<file path="src/soc_ifc_params.svh">
////////////////////////////////////////
// Widths, register offsets and DMI addresses
// for the SoC interface register window
////////////////////////////////////////
`ifndef SOC_IFC_PARAMS_SVH
`define SOC_IFC_PARAMS_SVH

// Bus widths
`define SOC_IFC_DATA_W      32
`define SOC_IFC_ADDR_W      16
`define SOC_IFC_USER_W      32
`define SOC_IFC_REG_ADDR_W  8
`define SOC_IFC_REG_BASE    16'h3000

// Byte offsets inside the window
`define SOC_IFC_FUSE_WR_DONE_OFS  8'h00
`define SOC_IFC_FUSE_UDS0_OFS     8'h10
`define SOC_IFC_FUSE_UDS1_OFS     8'h14
`define SOC_IFC_TRNG_USER_OFS     8'h20
`define SOC_IFC_TRNG_LOCK_OFS     8'h24
`define SOC_IFC_TRNG_DATA0_OFS    8'h30
`define SOC_IFC_TRNG_DATA1_OFS    8'h34
`define SOC_IFC_GEN_OUT_OFS       8'h40
`define SOC_IFC_INTR_STS_OFS      8'h50
`define SOC_IFC_INTR_EN_OFS       8'h54
`define SOC_IFC_BOOT_STATUS_OFS   8'h60
`define SOC_IFC_BOOTFSM_GO_OFS    8'h64
`define SOC_IFC_DBG_SERVICE_OFS   8'h68

// Debug port
`define DMI_ADDR_W              7
`define DMI_BOOT_STATUS_ADDR    7'h51
`define DMI_BOOTFSM_GO_ADDR     7'h61
`define DMI_DBG_SERVICE_ADDR    7'h62

`endif
</file>
<file path="src/soc_ifc_pkg.sv">
////////////////////////////////////////
// Types shared by the register window stages
////////////////////////////////////////
`include "soc_ifc_params.svh"

package soc_ifc_pkg;

    // Request as it arrives from the requester
    typedef struct packed {
        logic                        dv;
        logic                        write;
        logic                        soc_req;
        logic [`SOC_IFC_USER_W-1:0]  user;
        logic [`SOC_IFC_ADDR_W-1:0]  addr;
        logic [`SOC_IFC_DATA_W-1:0]  wdata;
    } soc_ifc_req_t;

    // One id per mapped register, REG_NONE for a hole or a miss
    typedef enum logic [3:0] {
        REG_NONE,
        REG_FUSE_WR_DONE,
        REG_FUSE_UDS0,
        REG_FUSE_UDS1,
        REG_TRNG_USER,
        REG_TRNG_LOCK,
        REG_TRNG_DATA0,
        REG_TRNG_DATA1,
        REG_GEN_OUT,
        REG_INTR_STS,
        REG_INTR_EN,
        REG_BOOT_STATUS,
        REG_BOOTFSM_GO,
        REG_DBG_SERVICE
    } soc_ifc_reg_e;

    // Decoded access handed to the execute stage
    typedef struct packed {
        logic                        valid;
        logic                        write;
        logic                        soc_req;
        logic                        user_match;
        soc_ifc_reg_e                reg_id;
        logic [`SOC_IFC_DATA_W-1:0]  wdata;
        logic                        err;
    } soc_ifc_access_t;

    // Read result, also the response format
    typedef struct packed {
        logic                        valid;
        logic [`SOC_IFC_DATA_W-1:0]  rdata;
        logic                        err;
    } soc_ifc_rd_t;

    typedef enum logic [`DMI_ADDR_W-1:0] {
        DMI_REG_BOOT_STATUS = `DMI_BOOT_STATUS_ADDR,
        DMI_REG_BOOTFSM_GO  = `DMI_BOOTFSM_GO_ADDR,
        DMI_REG_DBG_SERVICE = `DMI_DBG_SERVICE_ADDR
    } dmi_reg_e;

endpackage

</file>
<file path="src/soc_ifc_lite_top.sv">
`timescale 1ns/10ps
`include "soc_ifc_params.svh"
////////////////////////////////////////
// SoC interface register window top
// Decode, execute and result stages with the DMI port
////////////////////////////////////////
module soc_ifc_lite_top
    import soc_ifc_pkg::*;
(
    input  logic                        clk,
    input  logic                        cptra_noncore_rst_b,
    input  soc_ifc_req_t                req_i,
    output soc_ifc_rd_t                 rsp_o,
    input  logic                        cmd_avail_i,
    input  logic                        debug_locked_i,
    input  logic                        dmi_en_i,
    input  logic                        dmi_wr_en_i,
    input  logic [`DMI_ADDR_W-1:0]      dmi_addr_i,
    input  logic [`SOC_IFC_DATA_W-1:0]  dmi_wdata_i,
    output logic [`SOC_IFC_DATA_W-1:0]  dmi_rdata_o,
    output logic [`SOC_IFC_DATA_W-1:0]  generic_out_o,
    output logic                        trng_req_o,
    output logic                        intr_o
);

    soc_ifc_access_t            access;
    soc_ifc_rd_t                rd;
    logic [`SOC_IFC_USER_W-1:0] trng_user;
    logic [`SOC_IFC_DATA_W-1:0] boot_status;
    logic [`SOC_IFC_DATA_W-1:0] bootfsm_go;
    logic [`SOC_IFC_DATA_W-1:0] dbg_service;
    logic                       dmi_go_we;
    logic                       dmi_dbg_we;
    logic [`SOC_IFC_DATA_W-1:0] dmi_wdata;

    soc_ifc_addr_decode i_decode (
        .clk                 (clk),
        .cptra_noncore_rst_b (cptra_noncore_rst_b),
        .req_i               (req_i),
        .trng_user_i         (trng_user),
        .access_o            (access)
    );

    soc_ifc_regs i_regs (
        .clk                 (clk),
        .cptra_noncore_rst_b (cptra_noncore_rst_b),
        .access_i            (access),
        .cmd_avail_i         (cmd_avail_i),
        .debug_locked_i      (debug_locked_i),
        .dmi_go_we_i         (dmi_go_we),
        .dmi_dbg_we_i        (dmi_dbg_we),
        .dmi_wdata_i         (dmi_wdata),
        .rd_o                (rd),
        .trng_user_o         (trng_user),
        .boot_status_o       (boot_status),
        .bootfsm_go_o        (bootfsm_go),
        .dbg_service_o       (dbg_service),
        .generic_out_o       (generic_out_o),
        .trng_req_o          (trng_req_o),
        .intr_o              (intr_o)
    );

    soc_ifc_rsp i_rsp (
        .clk                 (clk),
        .cptra_noncore_rst_b (cptra_noncore_rst_b),
        .rd_i                (rd),
        .rsp_o               (rsp_o)
    );

    soc_ifc_dmi i_dmi (
        .clk                 (clk),
        .cptra_noncore_rst_b (cptra_noncore_rst_b),
        .dmi_en_i            (dmi_en_i),
        .dmi_wr_en_i         (dmi_wr_en_i),
        .dmi_addr_i          (dmi_addr_i),
        .dmi_wdata_i         (dmi_wdata_i),
        .boot_status_i       (boot_status),
        .bootfsm_go_i        (bootfsm_go),
        .dbg_service_i       (dbg_service),
        .dmi_rdata_o         (dmi_rdata_o),
        .dmi_go_we_o         (dmi_go_we),
        .dmi_dbg_we_o        (dmi_dbg_we),
        .dmi_wdata_o         (dmi_wdata)
    );

endmodule

</file>
<file path="src/soc_ifc_dmi.sv">
`timescale 1ns/10ps
`include "soc_ifc_params.svh"
////////////////////////////////////////
// Debug register port
// Write strobes for GO and debug service, captured read mux
////////////////////////////////////////
module soc_ifc_dmi
    import soc_ifc_pkg::*;
(
    input  logic                        clk,
    input  logic                        cptra_noncore_rst_b,
    input  logic                        dmi_en_i,
    input  logic                        dmi_wr_en_i,
    input  logic [`DMI_ADDR_W-1:0]      dmi_addr_i,
    input  logic [`SOC_IFC_DATA_W-1:0]  dmi_wdata_i,
    input  logic [`SOC_IFC_DATA_W-1:0]  boot_status_i,
    input  logic [`SOC_IFC_DATA_W-1:0]  bootfsm_go_i,
    input  logic [`SOC_IFC_DATA_W-1:0]  dbg_service_i,
    output logic [`SOC_IFC_DATA_W-1:0]  dmi_rdata_o,
    output logic                        dmi_go_we_o,
    output logic                        dmi_dbg_we_o,
    output logic [`SOC_IFC_DATA_W-1:0]  dmi_wdata_o
);

    logic                       dmi_wr;
    logic [`SOC_IFC_DATA_W-1:0] rdata_mux;

    assign dmi_wr       = dmi_en_i & dmi_wr_en_i;
    assign dmi_go_we_o  = dmi_wr & (dmi_addr_i == DMI_REG_BOOTFSM_GO);
    assign dmi_dbg_we_o = dmi_wr & (dmi_addr_i == DMI_REG_DBG_SERVICE);
    assign dmi_wdata_o  = dmi_wdata_i;

    // Unknown addresses read as zero
    always_comb begin
        case (dmi_addr_i)
            DMI_REG_BOOT_STATUS: rdata_mux = boot_status_i;
            DMI_REG_BOOTFSM_GO:  rdata_mux = bootfsm_go_i;
            DMI_REG_DBG_SERVICE: rdata_mux = dbg_service_i;
            default:             rdata_mux = '0;
        endcase
    end

    // Holds between enables
    always_ff @(posedge clk or negedge cptra_noncore_rst_b) begin
        if (!cptra_noncore_rst_b) begin
            dmi_rdata_o <= '0;
        end else if (dmi_en_i) begin
            dmi_rdata_o <= rdata_mux;
        end
    end

endmodule

</file>
<file path="src/soc_ifc_rsp.sv">
`timescale 1ns/10ps
`include "soc_ifc_params.svh"
////////////////////////////////////////
// Result stage, registers the response
////////////////////////////////////////
module soc_ifc_rsp
    import soc_ifc_pkg::*;
(
    input  logic        clk,
    input  logic        cptra_noncore_rst_b,
    input  soc_ifc_rd_t rd_i,
    output soc_ifc_rd_t rsp_o
);

    logic [`SOC_IFC_DATA_W-1:0] rdata_d;

    // An erroring request returns no data
    assign rdata_d = rd_i.err ? '0 : rd_i.rdata;

    always_ff @(posedge clk or negedge cptra_noncore_rst_b) begin
        if (!cptra_noncore_rst_b) begin
            rsp_o <= '0;
        end else begin
            rsp_o.valid <= rd_i.valid;
            rsp_o.rdata <= rdata_d;
            rsp_o.err   <= rd_i.valid & rd_i.err;
        end
    end

    // Back to back responses need back to back requests
    ERR_RSP_EXTRA_VALID: assert property (@(posedge clk) disable iff (!cptra_noncore_rst_b)
        rsp_o.valid && $past(rsp_o.valid) |-> $past(rd_i.valid, 1) && $past(rd_i.valid, 2));

endmodule

</file>
<file path="src/soc_ifc_regs.sv">
`timescale 1ns/10ps
`include "soc_ifc_params.svh"
////////////////////////////////////////
// Execute stage of the register window
// Register storage, locks, interrupt status and read mux
////////////////////////////////////////
module soc_ifc_regs
    import soc_ifc_pkg::*;
(
    input  logic                        clk,
    input  logic                        cptra_noncore_rst_b,
    input  soc_ifc_access_t             access_i,
    input  logic                        cmd_avail_i,
    input  logic                        debug_locked_i,
    input  logic                        dmi_go_we_i,
    input  logic                        dmi_dbg_we_i,
    input  logic [`SOC_IFC_DATA_W-1:0]  dmi_wdata_i,
    output soc_ifc_rd_t                 rd_o,
    output logic [`SOC_IFC_USER_W-1:0]  trng_user_o,
    output logic [`SOC_IFC_DATA_W-1:0]  boot_status_o,
    output logic [`SOC_IFC_DATA_W-1:0]  bootfsm_go_o,
    output logic [`SOC_IFC_DATA_W-1:0]  dbg_service_o,
    output logic [`SOC_IFC_DATA_W-1:0]  generic_out_o,
    output logic                        trng_req_o,
    output logic                        intr_o
);

    logic                             fuse_done_q;
    logic [1:0][`SOC_IFC_DATA_W-1:0]  uds_q;
    logic [`SOC_IFC_USER_W-1:0]       trng_user_q;
    logic                             trng_lock_q;
    logic [1:0][`SOC_IFC_DATA_W-1:0]  trng_data_q;
    logic [`SOC_IFC_DATA_W-1:0]       gen_out_q;
    logic [1:0]                       intr_sts_q;
    logic [1:0]                       intr_en_q;
    logic [`SOC_IFC_DATA_W-1:0]       boot_status_q;
    logic [1:0]                       go_q;
    logic [`SOC_IFC_DATA_W-1:0]       dbg_service_q;

    logic                             wr;
    logic                             trng_wr_ok;
    logic [`SOC_IFC_DATA_W-1:0]       wdata;
    logic                             cmd_avail_d;
    logic                             debug_locked_d;
    logic [1:0]                       intr_set;
    logic [1:0]                       intr_clr;
    logic [`SOC_IFC_DATA_W-1:0]       rdata;

    assign wr         = access_i.valid & access_i.write & ~access_i.err;
    assign wdata      = access_i.wdata;
    // TRNG data only from the SoC's valid user
    assign trng_wr_ok = access_i.soc_req & access_i.user_match;

    // Bit 0 command available on a rising edge, bit 1 any debug lock change
    assign intr_set[0] = cmd_avail_i & ~cmd_avail_d;
    assign intr_set[1] = debug_locked_i ^ debug_locked_d;
    assign intr_clr    = (wr && access_i.reg_id == REG_INTR_STS) ? wdata[1:0] : 2'b00;

    ////////////////////////////////////////
    // Storage
    always_ff @(posedge clk or negedge cptra_noncore_rst_b) begin
        if (!cptra_noncore_rst_b) begin
            fuse_done_q    <= 1'b0;
            uds_q          <= '0;
            trng_user_q    <= '0;
            trng_lock_q    <= 1'b0;
            trng_data_q    <= '0;
            gen_out_q      <= '0;
            intr_sts_q     <= '0;
            intr_en_q      <= '0;
            boot_status_q  <= '0;
            go_q           <= '0;
            dbg_service_q  <= '0;
            cmd_avail_d    <= 1'b0;
            debug_locked_d <= 1'b0;
        end else begin
            if (wr) begin
                case (access_i.reg_id)
                    REG_FUSE_WR_DONE: if (access_i.soc_req) fuse_done_q <= fuse_done_q | wdata[0];
                    REG_FUSE_UDS0:    if (!fuse_done_q) uds_q[0] <= wdata;
                    REG_FUSE_UDS1:    if (!fuse_done_q) uds_q[1] <= wdata;
                    REG_TRNG_USER:    if (!trng_lock_q) trng_user_q <= wdata;
                    REG_TRNG_LOCK:    trng_lock_q <= trng_lock_q | wdata[0];
                    REG_TRNG_DATA0:   if (trng_wr_ok) trng_data_q[0] <= wdata;
                    REG_TRNG_DATA1:   if (trng_wr_ok) trng_data_q[1] <= wdata;
                    REG_GEN_OUT:      gen_out_q <= wdata;
                    REG_INTR_EN:      intr_en_q <= wdata[1:0];
                    REG_BOOT_STATUS:  boot_status_q <= wdata;
                    REG_BOOTFSM_GO:   go_q <= wdata[1:0];
                    REG_DBG_SERVICE:  dbg_service_q <= wdata;
                    default: ;
                endcase
            end
            // DMI wins over a bus write in the same cycle
            if (dmi_go_we_i) begin
                go_q[0] <= dmi_wdata_i[0];
            end
            if (dmi_dbg_we_i) begin
                dbg_service_q <= dmi_wdata_i;
            end
            // Set pulse beats the W1C
            intr_sts_q     <= (intr_sts_q & ~intr_clr) | intr_set;
            cmd_avail_d    <= cmd_avail_i;
            debug_locked_d <= debug_locked_i;
        end
    end

    ////////////////////////////////////////
    // Read mux, value before this edge's write
    always_comb begin
        rdata = '0;
        case (access_i.reg_id)
            REG_FUSE_WR_DONE: rdata[0]    = fuse_done_q;
            REG_FUSE_UDS0:    rdata       = uds_q[0];
            REG_FUSE_UDS1:    rdata       = uds_q[1];
            REG_TRNG_USER:    rdata       = trng_user_q;
            REG_TRNG_LOCK:    rdata[0]    = trng_lock_q;
            REG_TRNG_DATA0:   rdata       = trng_data_q[0];
            REG_TRNG_DATA1:   rdata       = trng_data_q[1];
            REG_GEN_OUT:      rdata       = gen_out_q;
            REG_INTR_STS:     rdata[1:0]  = intr_sts_q;
            REG_INTR_EN:      rdata[1:0]  = intr_en_q;
            REG_BOOT_STATUS:  rdata       = boot_status_q;
            REG_BOOTFSM_GO:   rdata[1:0]  = go_q;
            REG_DBG_SERVICE:  rdata       = dbg_service_q;
            default: ;
        endcase
    end

    assign rd_o = '{valid: access_i.valid, rdata: rdata, err: access_i.err};

    always_comb begin
        bootfsm_go_o      = '0;
        bootfsm_go_o[1:0] = go_q;
    end

    assign trng_user_o   = trng_user_q;
    assign boot_status_o = boot_status_q;
    assign dbg_service_o = dbg_service_q;
    assign generic_out_o = gen_out_q;
    assign trng_req_o    = go_q[1];
    assign intr_o        = |(intr_sts_q & intr_en_q);

    // Locks only clear through reset
    ERR_LOCK_FELL: assert property (@(posedge clk) disable iff (!cptra_noncore_rst_b)
        !$fell(fuse_done_q) && !$fell(trng_lock_q));

endmodule

</file>
<file path="src/soc_ifc_addr_decode.sv">
`timescale 1ns/10ps
`include "soc_ifc_params.svh"
////////////////////////////////////////
// Decode stage of the register window
// Qualifies the window, maps the offset and registers the access
////////////////////////////////////////
module soc_ifc_addr_decode
    import soc_ifc_pkg::*;
(
    input  logic                        clk,
    input  logic                        cptra_noncore_rst_b,
    input  soc_ifc_req_t                req_i,
    input  logic [`SOC_IFC_USER_W-1:0]  trng_user_i,
    output soc_ifc_access_t             access_o
);

    localparam logic [`SOC_IFC_ADDR_W-1:0] REG_BASE = `SOC_IFC_REG_BASE;

    logic            win_hit;
    soc_ifc_reg_e    ofs_id;
    soc_ifc_reg_e    reg_id;
    soc_ifc_access_t access_d;

    // Only the upper address bits select the window
    assign win_hit = req_i.addr[`SOC_IFC_ADDR_W-1:`SOC_IFC_REG_ADDR_W] ==
                     REG_BASE[`SOC_IFC_ADDR_W-1:`SOC_IFC_REG_ADDR_W];

    always_comb begin
        case (req_i.addr[`SOC_IFC_REG_ADDR_W-1:0])
            `SOC_IFC_FUSE_WR_DONE_OFS: ofs_id = REG_FUSE_WR_DONE;
            `SOC_IFC_FUSE_UDS0_OFS:    ofs_id = REG_FUSE_UDS0;
            `SOC_IFC_FUSE_UDS1_OFS:    ofs_id = REG_FUSE_UDS1;
            `SOC_IFC_TRNG_USER_OFS:    ofs_id = REG_TRNG_USER;
            `SOC_IFC_TRNG_LOCK_OFS:    ofs_id = REG_TRNG_LOCK;
            `SOC_IFC_TRNG_DATA0_OFS:   ofs_id = REG_TRNG_DATA0;
            `SOC_IFC_TRNG_DATA1_OFS:   ofs_id = REG_TRNG_DATA1;
            `SOC_IFC_GEN_OUT_OFS:      ofs_id = REG_GEN_OUT;
            `SOC_IFC_INTR_STS_OFS:     ofs_id = REG_INTR_STS;
            `SOC_IFC_INTR_EN_OFS:      ofs_id = REG_INTR_EN;
            `SOC_IFC_BOOT_STATUS_OFS:  ofs_id = REG_BOOT_STATUS;
            `SOC_IFC_BOOTFSM_GO_OFS:   ofs_id = REG_BOOTFSM_GO;
            `SOC_IFC_DBG_SERVICE_OFS:  ofs_id = REG_DBG_SERVICE;
            default:                   ofs_id = REG_NONE;
        endcase
    end

    // A miss aliases to nothing
    assign reg_id = win_hit ? ofs_id : REG_NONE;

    always_comb begin
        access_d.valid      = req_i.dv;
        access_d.write      = req_i.write;
        access_d.soc_req    = req_i.soc_req;
        access_d.user_match = req_i.user == trng_user_i;
        access_d.reg_id     = reg_id;
        access_d.wdata      = req_i.wdata;
        access_d.err        = req_i.dv & (reg_id == REG_NONE);
    end

    always_ff @(posedge clk or negedge cptra_noncore_rst_b) begin
        if (!cptra_noncore_rst_b) begin
            access_o <= '0;
        end else begin
            access_o <= access_d;
        end
    end

    // A request to a listed offset inside the window never reaches execute flagged as an error
    ERR_DECODE_FALSE_ERR: assert property (@(posedge clk) disable iff (!cptra_noncore_rst_b)
        req_i.dv &&
        (req_i.addr[`SOC_IFC_ADDR_W-1:`SOC_IFC_REG_ADDR_W] ==
         REG_BASE[`SOC_IFC_ADDR_W-1:`SOC_IFC_REG_ADDR_W]) &&
        (req_i.addr[`SOC_IFC_REG_ADDR_W-1:0] inside {
            `SOC_IFC_FUSE_WR_DONE_OFS, `SOC_IFC_FUSE_UDS0_OFS, `SOC_IFC_FUSE_UDS1_OFS,
            `SOC_IFC_TRNG_USER_OFS, `SOC_IFC_TRNG_LOCK_OFS, `SOC_IFC_TRNG_DATA0_OFS,
            `SOC_IFC_TRNG_DATA1_OFS, `SOC_IFC_GEN_OUT_OFS, `SOC_IFC_INTR_STS_OFS,
            `SOC_IFC_INTR_EN_OFS, `SOC_IFC_BOOT_STATUS_OFS, `SOC_IFC_BOOTFSM_GO_OFS,
            `SOC_IFC_DBG_SERVICE_OFS})
        |=> access_o.valid && !access_o.err && (access_o.reg_id != REG_NONE));

endmodule

</file>
<file path="config.mk">
export PLATFORM = sky130hd
export DESIGN_NAME = soc_ifc_lite_top
export DESIGN_NICKNAME = d
export VERILOG_FILES = /design/src/soc_ifc_pkg.sv /design/src/soc_ifc_lite_top.sv /design/src/soc_ifc_dmi.sv /design/src/soc_ifc_rsp.sv /design/src/soc_ifc_regs.sv /design/src/soc_ifc_addr_decode.sv
export VERILOG_INCLUDE_DIRS = /design/src
export SDC_FILE = /design/constraint.sdc
export NUM_CORES = 1
export LEC_CHECK = 0
export ABC_CLOCK_PERIOD_IN_PS = 2600
export BUFFER_PORTS_ARGS = -buffer_cell sky130_fd_sc_hd__buf_2
export CAP_MARGIN = 5
export CELL_PAD_IN_SITES_DETAIL_PLACEMENT = 2
export CELL_PAD_IN_SITES_GLOBAL_PLACEMENT = 2
export CORE_MARGIN = 2
export CORE_UTILIZATION = 40
export CTS_CLUSTER_SIZE = 14
export DETAILED_ROUTE_END_ITERATION = 8
export PLACE_DENSITY = 0.79
export SLEW_MARGIN = 10
export SYNTH_ARGS = -nofsm -noshare
export SYNTH_HDL_FRONTEND = slang
export SYNTH_HIERARCHICAL = 1
export SYNTH_SLANG_ARGS = --single-unit
export TNS_END_PERCENT = 100
</file>
<file path="constraint.sdc">
create_clock -name clk -period 2.6 [get_ports clk]
set_input_delay 0.39 -clock clk [delete_from_list [all_inputs] [get_ports clk]]
set_output_delay 0.39 -clock clk [all_outputs]
set_load 0.005 [all_outputs]
</file>
# Word-level counts from Yosys, hierarchy flattened
# Index checks and enable logic that the tools add are counted.
[classes]
n_eq_ne = 30
n_mux = 14
bitwise_logic = 20
reduce_logical = 21
[op_table]
columns = ["operator", "n"]
rows = [
  ["30-bit one-hot mux with 8 select lines", 1],
  ["32-bit 2-to-1 mux", 4],
  ["32-bit one-hot mux with 3 select lines", 1],
  ["4-bit one-hot mux with 13 select lines", 1],
  ["8-bit by 7-bit equality test with 1-bit output, second input constant", 6],
  ["8-bit by 6-bit equality test with 1-bit output, second input constant", 5],
  ["32-bit equality test", 1],
  ["4-bit equality test, second input constant", 6],
  ["7-bit equality test, second input constant", 3],
  ["3-bit AND reduction", 6],
  ["4-bit by 3-bit equality test with 1-bit output, second input constant", 4],
  ["8-bit by 5-bit equality test with 1-bit output, second input constant", 2],
  ["2-bit AND reduction", 7],
  ["1-bit one-hot mux with 13 select lines", 1],
  ["1-bit one-hot mux with 11 select lines", 1],
  ["1-bit bitwise AND", 9],
  ["4-bit by 2-bit equality test with 1-bit output, second input constant", 2],
  ["8-bit zero test", 1],
  ["2-bit nonzero test", 4],
  ["2-bit bitwise AND", 2],
  ["4-bit by 1-bit equality test with 1-bit output, second input constant", 1],
  ["4-bit zero test", 1],
  ["4-bit 2-to-1 mux", 1],
  ["1-bit inverter", 4],
  ["8 further kinds", 11],
]
[word_totals]
input_bits = 128
word_cells = 112
reg_bits = 373
output_inout_bits = 100

# Longest topological paths before layout
# Gate-level depths: netlist of the first run.
[logic_depth]
depth_word = 7
depth_mapped = 8
ltp_nobuf = 6

# Hierarchy
# The synthesis of the first run kept the hierarchy.
[by_module_without_submodules]
columns = ["mod", "instances", "seq_area_each_um2", "area_each_um2", "cells_each"]
rows = [
  ["soc_ifc_regs", 1, 6656.4, 12568.3, 948],
  ["soc_ifc_dmi", 1, 800.8, 2237.1, 194],
  ["soc_ifc_addr_decode", 1, 1026.0, 1556.5, 113],
  ["soc_ifc_rsp", 1, 850.8, 1074.8, 70],
]

# Worst setup path after synthesis of the first run
# No wires, ideal clock.
[synth_timing]
path_kind = "flip-flop to flip-flop"
startpoint = "register i_decode/access_o[34] (netlist name)"
endpoint = "register i_regs.gen_out_q[10], in the netlist i_regs/generic_out_o[10]"
n_path_buf = 3
stages_incl_launch_ff = 7
setup_ns = 0.125
path_slack_ns = 0.747
arrival_time_ns = 1.729
t_required_ns = 2.475
synth_period_minus_slack_ns = 1.853
path_cell_list = "dfrtp_1 > buf_4 > nor4b_4 > and2_1 > buf_4 > buf_6 > mux2_2"
[synth_via]
elab_chain_len = 2
[synth_rtl]
columns = ["item", "line", "source"]
rows = [
  ["start, declared", "soc_ifc_addr_decode.sv:14", "output soc_ifc_access_t access_o"],
  ["start signal, assigned", "soc_ifc_addr_decode.sv:64", "access_o <= access_d;"],
  ["4-bit equality test", "soc_ifc_regs.sv:78", "case (access_i.reg_id)"],
  ["2-bit AND reduction (no line)", "-", ""],
  ["end signal, assigned", "soc_ifc_regs.sv:86", "REG_GEN_OUT: gen_out_q <= wdata;"],
  ["end, declared", "soc_ifc_regs.sv:33", "logic [`SOC_IFC_DATA_W-1:0] gen_out_q;"],
]
# No other way between the ends.
# A chain may end at the register's enable or synchronous reset.

==> metrics.csv, run 1 <==
metric,value,unit
CTS tree,built,
Diodes inserted,0,
Max IR drop VDD,0.000437,V
top layer in use,met4,
fin nets,1715,
number of H-tree levels,2,
RSZ-0062 raised after global routing,false,
syn avg cell area,13.2,um^2
Yosys top cell by area,dfrtp_1,
grt ovf,0,
area delta synth->final,20.5,%
R2R cell count,7,
Worst Max-Slew Pin Slew,0.715,ns
kind of cell adding the most delay to the critical path,simple AND/OR/NAND/NOR gates,
first-pass GRT wire length,103000,um
Final GP Congestion,0.855,
worst min-delay path class,in2reg,
Clock Skews,0.0374,ns
pin count of the biggest net entering global routing,74,
initial antenna violation count,0,
Initial DRC Count,1112,
total number of vias,13300,
DP Cell Count,2088,
Top Ports,228,
Pre-antenna DRT Iters,6,
clk buf depth,3,
number of global-route vias before repair,14900,
Stages on worst setup path,7,
worst-path cell chain,buf_4 > buf_4 > and2_0 > a22o_1 > a222oi_1 > nand3_1 > nor2b_1,
Seq cells post-synth,373,
DR WL met3,4180,um
Syn Inst Count,1325,
Area contributors post-synth,"dfrtp_1 (54%), mux2_2 (9.6%), mux2_1 (3.6%)",
TritonCTS buffer count,42,
crit path max fanout,10,
Worst Setup Path Type,reg2reg,
pwr/cell area,609,nW/um^2
MaxCap Viol Count,0,
clk slew on worst S/H paths,0.07,ns
Setup TNS Final,0,ns
Synth top area share,53.5,%
result of the run,finished clean,
die height,213,um
I/O Buffers,227,
"Async S/R FF share, synth",100,%
final wirelength,70300,um
FP Rows,76,
Leak Pwr,10.1,nW
library cells used by synthesis,69,
Total Routing Usage GR,31.5,%
setup bufs post-CTS,0,
Slew Limit Fails,0,
CORE AREA,43100,um^2
max incr delay on CP,0.49,ns
Hold Path Stages,3,
f_max,389,MHz
pre-CTS WS,0.120,ns
register area share after synthesis,53.5,%
"Data arrival, critical path",3.01,ns
worst path required time,3.04,ns
Syn. warnings,6,
Post-synth EDFFs,0,
Tmin final,2.57,ns
Tcrit/Tclk final,98.8,%
DRC Markers,0,
"Cell Count, Final, Fillers Out",2202,
clk_lat worst skew,0.59,ns
nature of the critical path endpoint,flop,
Via density,6.02,
fraction of layout cells with a size suffix above 1,37.8,%
CTS Sinks,373,
setup violators final,0,
"Cell Area, Synth",17400,um^2
Starting Density,40.5,%
crit start category,flop,
"most used cell, CP",buf_4,
slowest CP cell,dfrtp_1,
worst rel slew slack,51.9,%
placed wire-length estimate,44900,um
DIE WIDTH,213,um
WL met1,28700,um
Final Util,48.8,%
drt wl/cell,31.9,um
crit path buf inv count,2,
die area,45300,um^2
Final Hold Viols,0,
Routed Antenna Nets,0,
CTS Root Buffer Type,clkbuf_16,
Post-synth top flop,dfrtp_1,
worst setup margin,0.0301,ns
WL met2,34200,um
-- tightest hold or removal path, cell delays in order --
cell     delay (ns)
buf_2          0.08
nand2_1        0.04
o21ai_0        0.07
-- what timing repair did --
item | CTS | global route
resized for setup | 1 | 3
hold buffers | 40 | 0
endpoints found under the hold margin | 103 | 0
endpoints found under the setup margin | 1 | 23
-- cell usage after synthesis, types with 3 or more instances --
cell type	number
nand3_1	12
nor3_1	4
buf_4	76
and3_1	3
nor2b_1	41
mux2_4	30
o21ai_0	37
clkbuf_1	32
a22o_1	66
nor2_1	17
nand2_1	57
a222oi_1	20
a32oi_1	5
mux2_2	148
and4b_1	3
buf_2	30
inv_1	5
xor2_1	32
a21oi_1	7
o2111ai_1	5
o211ai_1	4
nand4_1	5
a221oi_1	7
dfrtp_1	373
mux2i_1	42
and2_1	5
nand2b_1	6
o2bb2ai_2	30
mux2_1	56
o221ai_1	7
and3b_1	3
o2bb2ai_1	4
buf_6	19
nor4_1	9
a22oi_1	81
-- metrics by stage --
| step | hold WS (ns) | instance area (um^2) | total power (W) |
|---|---|---|---|
| 2_1_floorplan | 0.0944 | 17500 | 0.00627 |
| 3_3_place_gp | 0.436 | 19200 | 0.00660 |
| 3_5_place_dp | 0.437 | 19200 | 0.00662 |
| 4_1_cts | 0.0155 | 21000 | 0.0129 |
| 5_1_grt | 0.0505 | 21000 | 0.0132 |
| 6_report | 0.0255 | 21000 | 0.0128 |
-- flip-flops by register name, summed over array words and instances, names as in the netlist, 34 cells and up --
register	flops
i_regs/uds_q	64
i_regs/trng_data_q	64
i_rsp/rsp_o	34
i_decode/access_o	41
-- final timing paths --
| kind | slack, ns | end | start |
|---|---|---|---|
| min | 0.03 | i_regs/dbg_service_o[30] | dmi_wdata_i[30] |
| min in group asynchronous | 0.38 | i_regs/trng_data_q[49] | cptra_noncore_rst_b |
| max | 0.03 | i_rsp/rsp_o[28] | i_decode/access_o[36] |
| max in group asynchronous | 1.31 | i_regs/dbg_service_o[21] | cptra_noncore_rst_b |
| min reg2reg | 0.44 | i_rsp/rsp_o[33] | i_decode/access_o[40] |
| max reg2reg | 0.03 | i_rsp/rsp_o[28] | i_decode/access_o[36] |
-- logic make-up after synthesis --
group                  count (synthesis)  share of synthesized area (%)
AND/OR/NAND/NOR                      188                           6.31
AO/OA/AOI/OAI                        287                           14.0
buffers and inverters                167                           6.29
XOR/XNOR                              33                           1.66
multiplexers                         276                           18.2
flip-flops                           373                           53.5
other                                  1                         0.0215
-- routing by layer --
metal / vias up / track usage, %
li1: 5357 / -
met4: 0 / 15.6
met5: - / 0
met1: 7133 / 40.2
met2: 600 / 52.0
met3: 165 / 5.41
-- placed cells by master (no fill, tap or decap), drive strengths merged, types with 7 or more instances in the layout --
master | netlist | routed
dlygate4sd3 | 0 | 40
o2bb2ai | 34 | 34
o221ai | 7 | 7
a221oi | 7 | 7
nand3 | 12 | 12
buf | 127 | 309
dfrtp | 373 | 373
a22oi | 81 | 81
clkinv | 0 | 10
mux2 | 234 | 234
nand2b | 7 | 7
conb | 1 | 30
a22o | 66 | 66
a21oi | 7 | 7
o21ai | 38 | 38
nor4 | 9 | 9
a222oi | 20 | 20
nor3 | 7 | 7
inv | 7 | 7
clkbuf | 33 | 59
and2 | 7 | 7
xor2 | 32 | 32
nand2 | 57 | 57
nor2b | 41 | 41
nor2 | 19 | 19
mux2i | 42 | 42
-- power by group --
group	total [W]	leakage (nW)	internal, W	switching [W]
Sequential	0.00603	4.96	0.00588	0.000147
Clock	0.00621	0.703	0.00364	0.00256
Combinational	0.000561	4.40	0.000209	0.000353
-- area by class of cell --
| cell class | instances | area (um^2) |
|---|---|---|
| timing repair buffer | 349 | 2350 |
| clock buffer | 59 | 1250 |
| tap | 585 | 732 |
| sequential | 373 | 9340 |
| clock inverter | 15 | 178 |
| fill | 4146 | 22100 |
| inverter | 7 | 28.8 |
| multi-input combinational | 814 | 7150 |
No activity file was read; power rests on OpenSTA's default activity.
==> run 2: changes to the inputs <==
CAP_MARGIN = 10   (was 5)
HOLD_SLACK_MARGIN = 0.12   (was not set)
==> run 2 against run 1 <==
Maximum frequency increased by 2.6%; clock skew is 0.0058 ns higher; sequential share of layout area is 0.56 points lower; clock power is 2% higher; global-route usage up 3.2 points; critical endpoint unchanged; largest cell class unchanged.
==> metrics.csv, run 2 (synthesis results as in run 1) <==
metric,value,unit,change
Worst Max-Slew Pin Slew,0.845,ns,was 0.715 ns
clk buf depth,3,,unchanged
worst-path cell chain,buf_4 > buf_4 > and2_2 > a22o_1 > a222oi_1 > nand3_1 > nor2b_1,,was buf_4 > buf_4 > and2_0 > a22o_1 > a222oi_1 > nand3_1 > nor2b_1
worst min-delay path class,in2reg,,unchanged
Slew Limit Fails,0,,unchanged
Tmin final,2.51,ns,was 2.57 ns
Top Ports,228,,unchanged
max incr delay on CP,0.53,ns,was 0.49 ns
CORE AREA,43100,um^2,unchanged
result of the run,finished clean,,unchanged
pwr/cell area,608,nW/um^2,was 609 nW/um^2
die height,213,um,unchanged
Pre-antenna DRT Iters,7,,was 6
M3 GR Usage,7.78,%,was 5.41%
CTS Root Buffer Type,clkbuf_16,,unchanged
DIE WIDTH,213,um,unchanged
gr busiest metal,met2,,unchanged
placed wire-length estimate,44900,um,unchanged
setup violators final,0,,unchanged
number of global-route vias before repair,15500,,was 14900
sw power,0.00320,W,was 0.00306 W
f_max,399,MHz,was 389 MHz
I/O Buffers,227,,unchanged
DP Cell Count,2088,,unchanged
area delta synth->final,22.1,%,was 20.5%
die area,45300,um^2,unchanged
Total Routing Usage GR,34.8,%,was 31.5%
fraction of layout cells with a size suffix above 1,37.5,%,was 37.8%
M1 GR Usage,43.5,%,was 40.2%
CTS tree,built,,unchanged
Internal,0.00976,W,was 0.00973 W
grt ovf,0,,unchanged
number of H-tree levels,2,,unchanged
most frequent cells in the layout,"dfrtp_1 (369), buf_2 (226), mux2_2 (148)",,"was dfrtp_1 (372), buf_2 (226), mux2_2 (148)"
"most used cell, CP",buf_4,,unchanged
total number of vias,13800,,was 13300
clk slew on worst S/H paths,0.07,ns,about the same
Worst Setup Path Type,reg2reg,,unchanged
MaxCap Viol Count,0,,unchanged
Starting Density,40.5,%,unchanged
CTS Sinks,373,,unchanged
Max IR drop VDD,0.000440,V,was 0.000437 V
final wirelength,77800,um,was 70300 um
nature of the critical path endpoint,flop,,unchanged
switch share,24.7,%,was 23.9%
kind of cell adding the most delay to the critical path,compound AO/OA/AOI/OAI gates,,was simple AND/OR/NAND/NOR gates
Setup TNS Final,0,ns,unchanged
DRC Markers,0,,unchanged
crit path buf inv count,2,,unchanged
"Cell Count, Final, Fillers Out",2230,,was 2202
drt wl/cell,34.9,um,was 31.9 um
"commonest non-fill, non-tap cell in the layout",dfrtp_1,,unchanged
crit path max fanout,10,,unchanged
slowest CP cell,a222oi_1,,was dfrtp_1
clk_lat worst skew,0.60,ns,was 0.59 ns
Via density,6.17,,was 6.02
Initial DRC Count,1346,,was 1112
worst path required time,3.04,ns,about the same
setup bufs post-CTS,0,,unchanged
Final Hold Viols,0,,unchanged
fin nets,1742,,was 1715
RSZ-0062 raised after global routing,false,,unchanged
Leak Pwr,10.2,nW,was 10.1 nW
FP Rows,76,,unchanged
crit start category,flop,,unchanged
first-pass GRT wire length,113000,um,was 103000 um
worst rel slew slack,43.1,%,was 51.9%
met2 Use GR,55.9,%,was 52.0%
Clock Skews,0.0432,ns,was 0.0374 ns
Tcrit/Tclk final,96.4,%,was 98.8%
Largest regs,"i_regs/trng_data_q x64, i_regs/uds_q x64, i_decode/access_o x41",,unchanged
initial antenna violation count,4,,was 0
"Data arrival, critical path",2.94,ns,was 3.01 ns
Routed Antenna Nets,0,,unchanged
TritonCTS buffer count,42,,unchanged
Combinational Power Share,4.7,%,was 4.4%
pin count of the biggest net entering global routing,74,,unchanged
sequential power share,46.6,%,was 47.1%
Final GP Congestion,0.855,,unchanged
Clk pwr share,48.7,%,was 48.5%
run 2: changes by cell type in the layout (fill, tap and decap cells not counted):
cell / before / now
diode_2: 0 / 1
and2_0: 2 / 1
dfrtp_2: 1 / 4
dfrtp_1: 372 / 369
and2_2: 1 / 2
dlygate4sd3_1: 40 / 67
run 2: power by group through the flow:
stage / sequential [W] / combinational, W / clock (W)
floorplan: 0.00605 / 0.000222 / 0
global placement: 0.00612 / 0.000483 / 0
detailed placement: 0.00612 / 0.000501 / 0
CTS: 0.00602 / 0.000591 / 0.00630
global route: 0.00603 / 0.000659 / 0.00661
finish: 0.00603 / 0.000615 / 0.00631
run 2: worst min-delay path: stages:
cell and delay, ns:
buf_2 0.08, nand2_1 0.09, o21ai_0 0.15
run 2: final cells by class:
type,count,area (um^2)
fillers,4083,21800
flip-flops and latches,373,9340
multi-input cells,814,7150
repair buffers,376,2620
clock buffers,59,1250
well taps,585,732
clock inverters,15,178
inverters,7,28.8
diodes,1,2.50
run 2: metal layers:
layer | up-vias | wire length [um]
met3 | 265 | 6200
met1 | 7267 | 30500
met4 | 2 | 4480
met2 | 807 | 36600
li1 | 5411 | -
met5 | - | 8
run 2: worst paths after layout:
path | start | end | slack (ns) | cells after the start
worst max-delay path | i_decode/access_o[36] | i_rsp/rsp_o[28] | 0.09 | 7
worst min register to register | i_decode/access_o[40] | i_rsp/rsp_o[33] | 0.45 | 0
worst min-delay path | dmi_wdata_i[9] | i_regs/dbg_service_o[9] | 0.16 | 3
worst max register to register | i_decode/access_o[36] | i_rsp/rsp_o[28] | 0.09 | 7
min in group asynchronous | cptra_noncore_rst_b | i_regs/trng_data_q[49] | 0.38 | 2
max in group asynchronous | cptra_noncore_rst_b | i_decode/access_o[17] | 1.31 | 3
run 2: what timing repair did:
item | in CTS | in global routing
hold buffers | 67 | 0
resized for setup | 1 | 8
endpoints found under the hold margin | 134 | 0
endpoints found under the setup margin | 1 | 47
gates cloned | 0 | 0
pin swaps | 0 | 2
run 2: metrics by stage:
stage | power [W] | hold WS, ns | worst slack (ns) | util (%) | instance area, um^2
4_1_cts | 0.0129 | 0.132 | 0.0227 | 49.4 | 21300
2_1_floorplan | 0.00627 | 0.0944 | 0.747 | - | 17500
6_report | 0.0130 | 0.161 | 0.0946 | 49.4 | 21300
5_1_grt | 0.0133 | 0.163 | 0.0179 | 49.4 | 21300
3_3_place_gp | 0.00660 | 0.436 | 0.226 | 44.5 | 19200
3_5_place_dp | 0.00662 | 0.437 | 0.120 | 44.5 | 19200
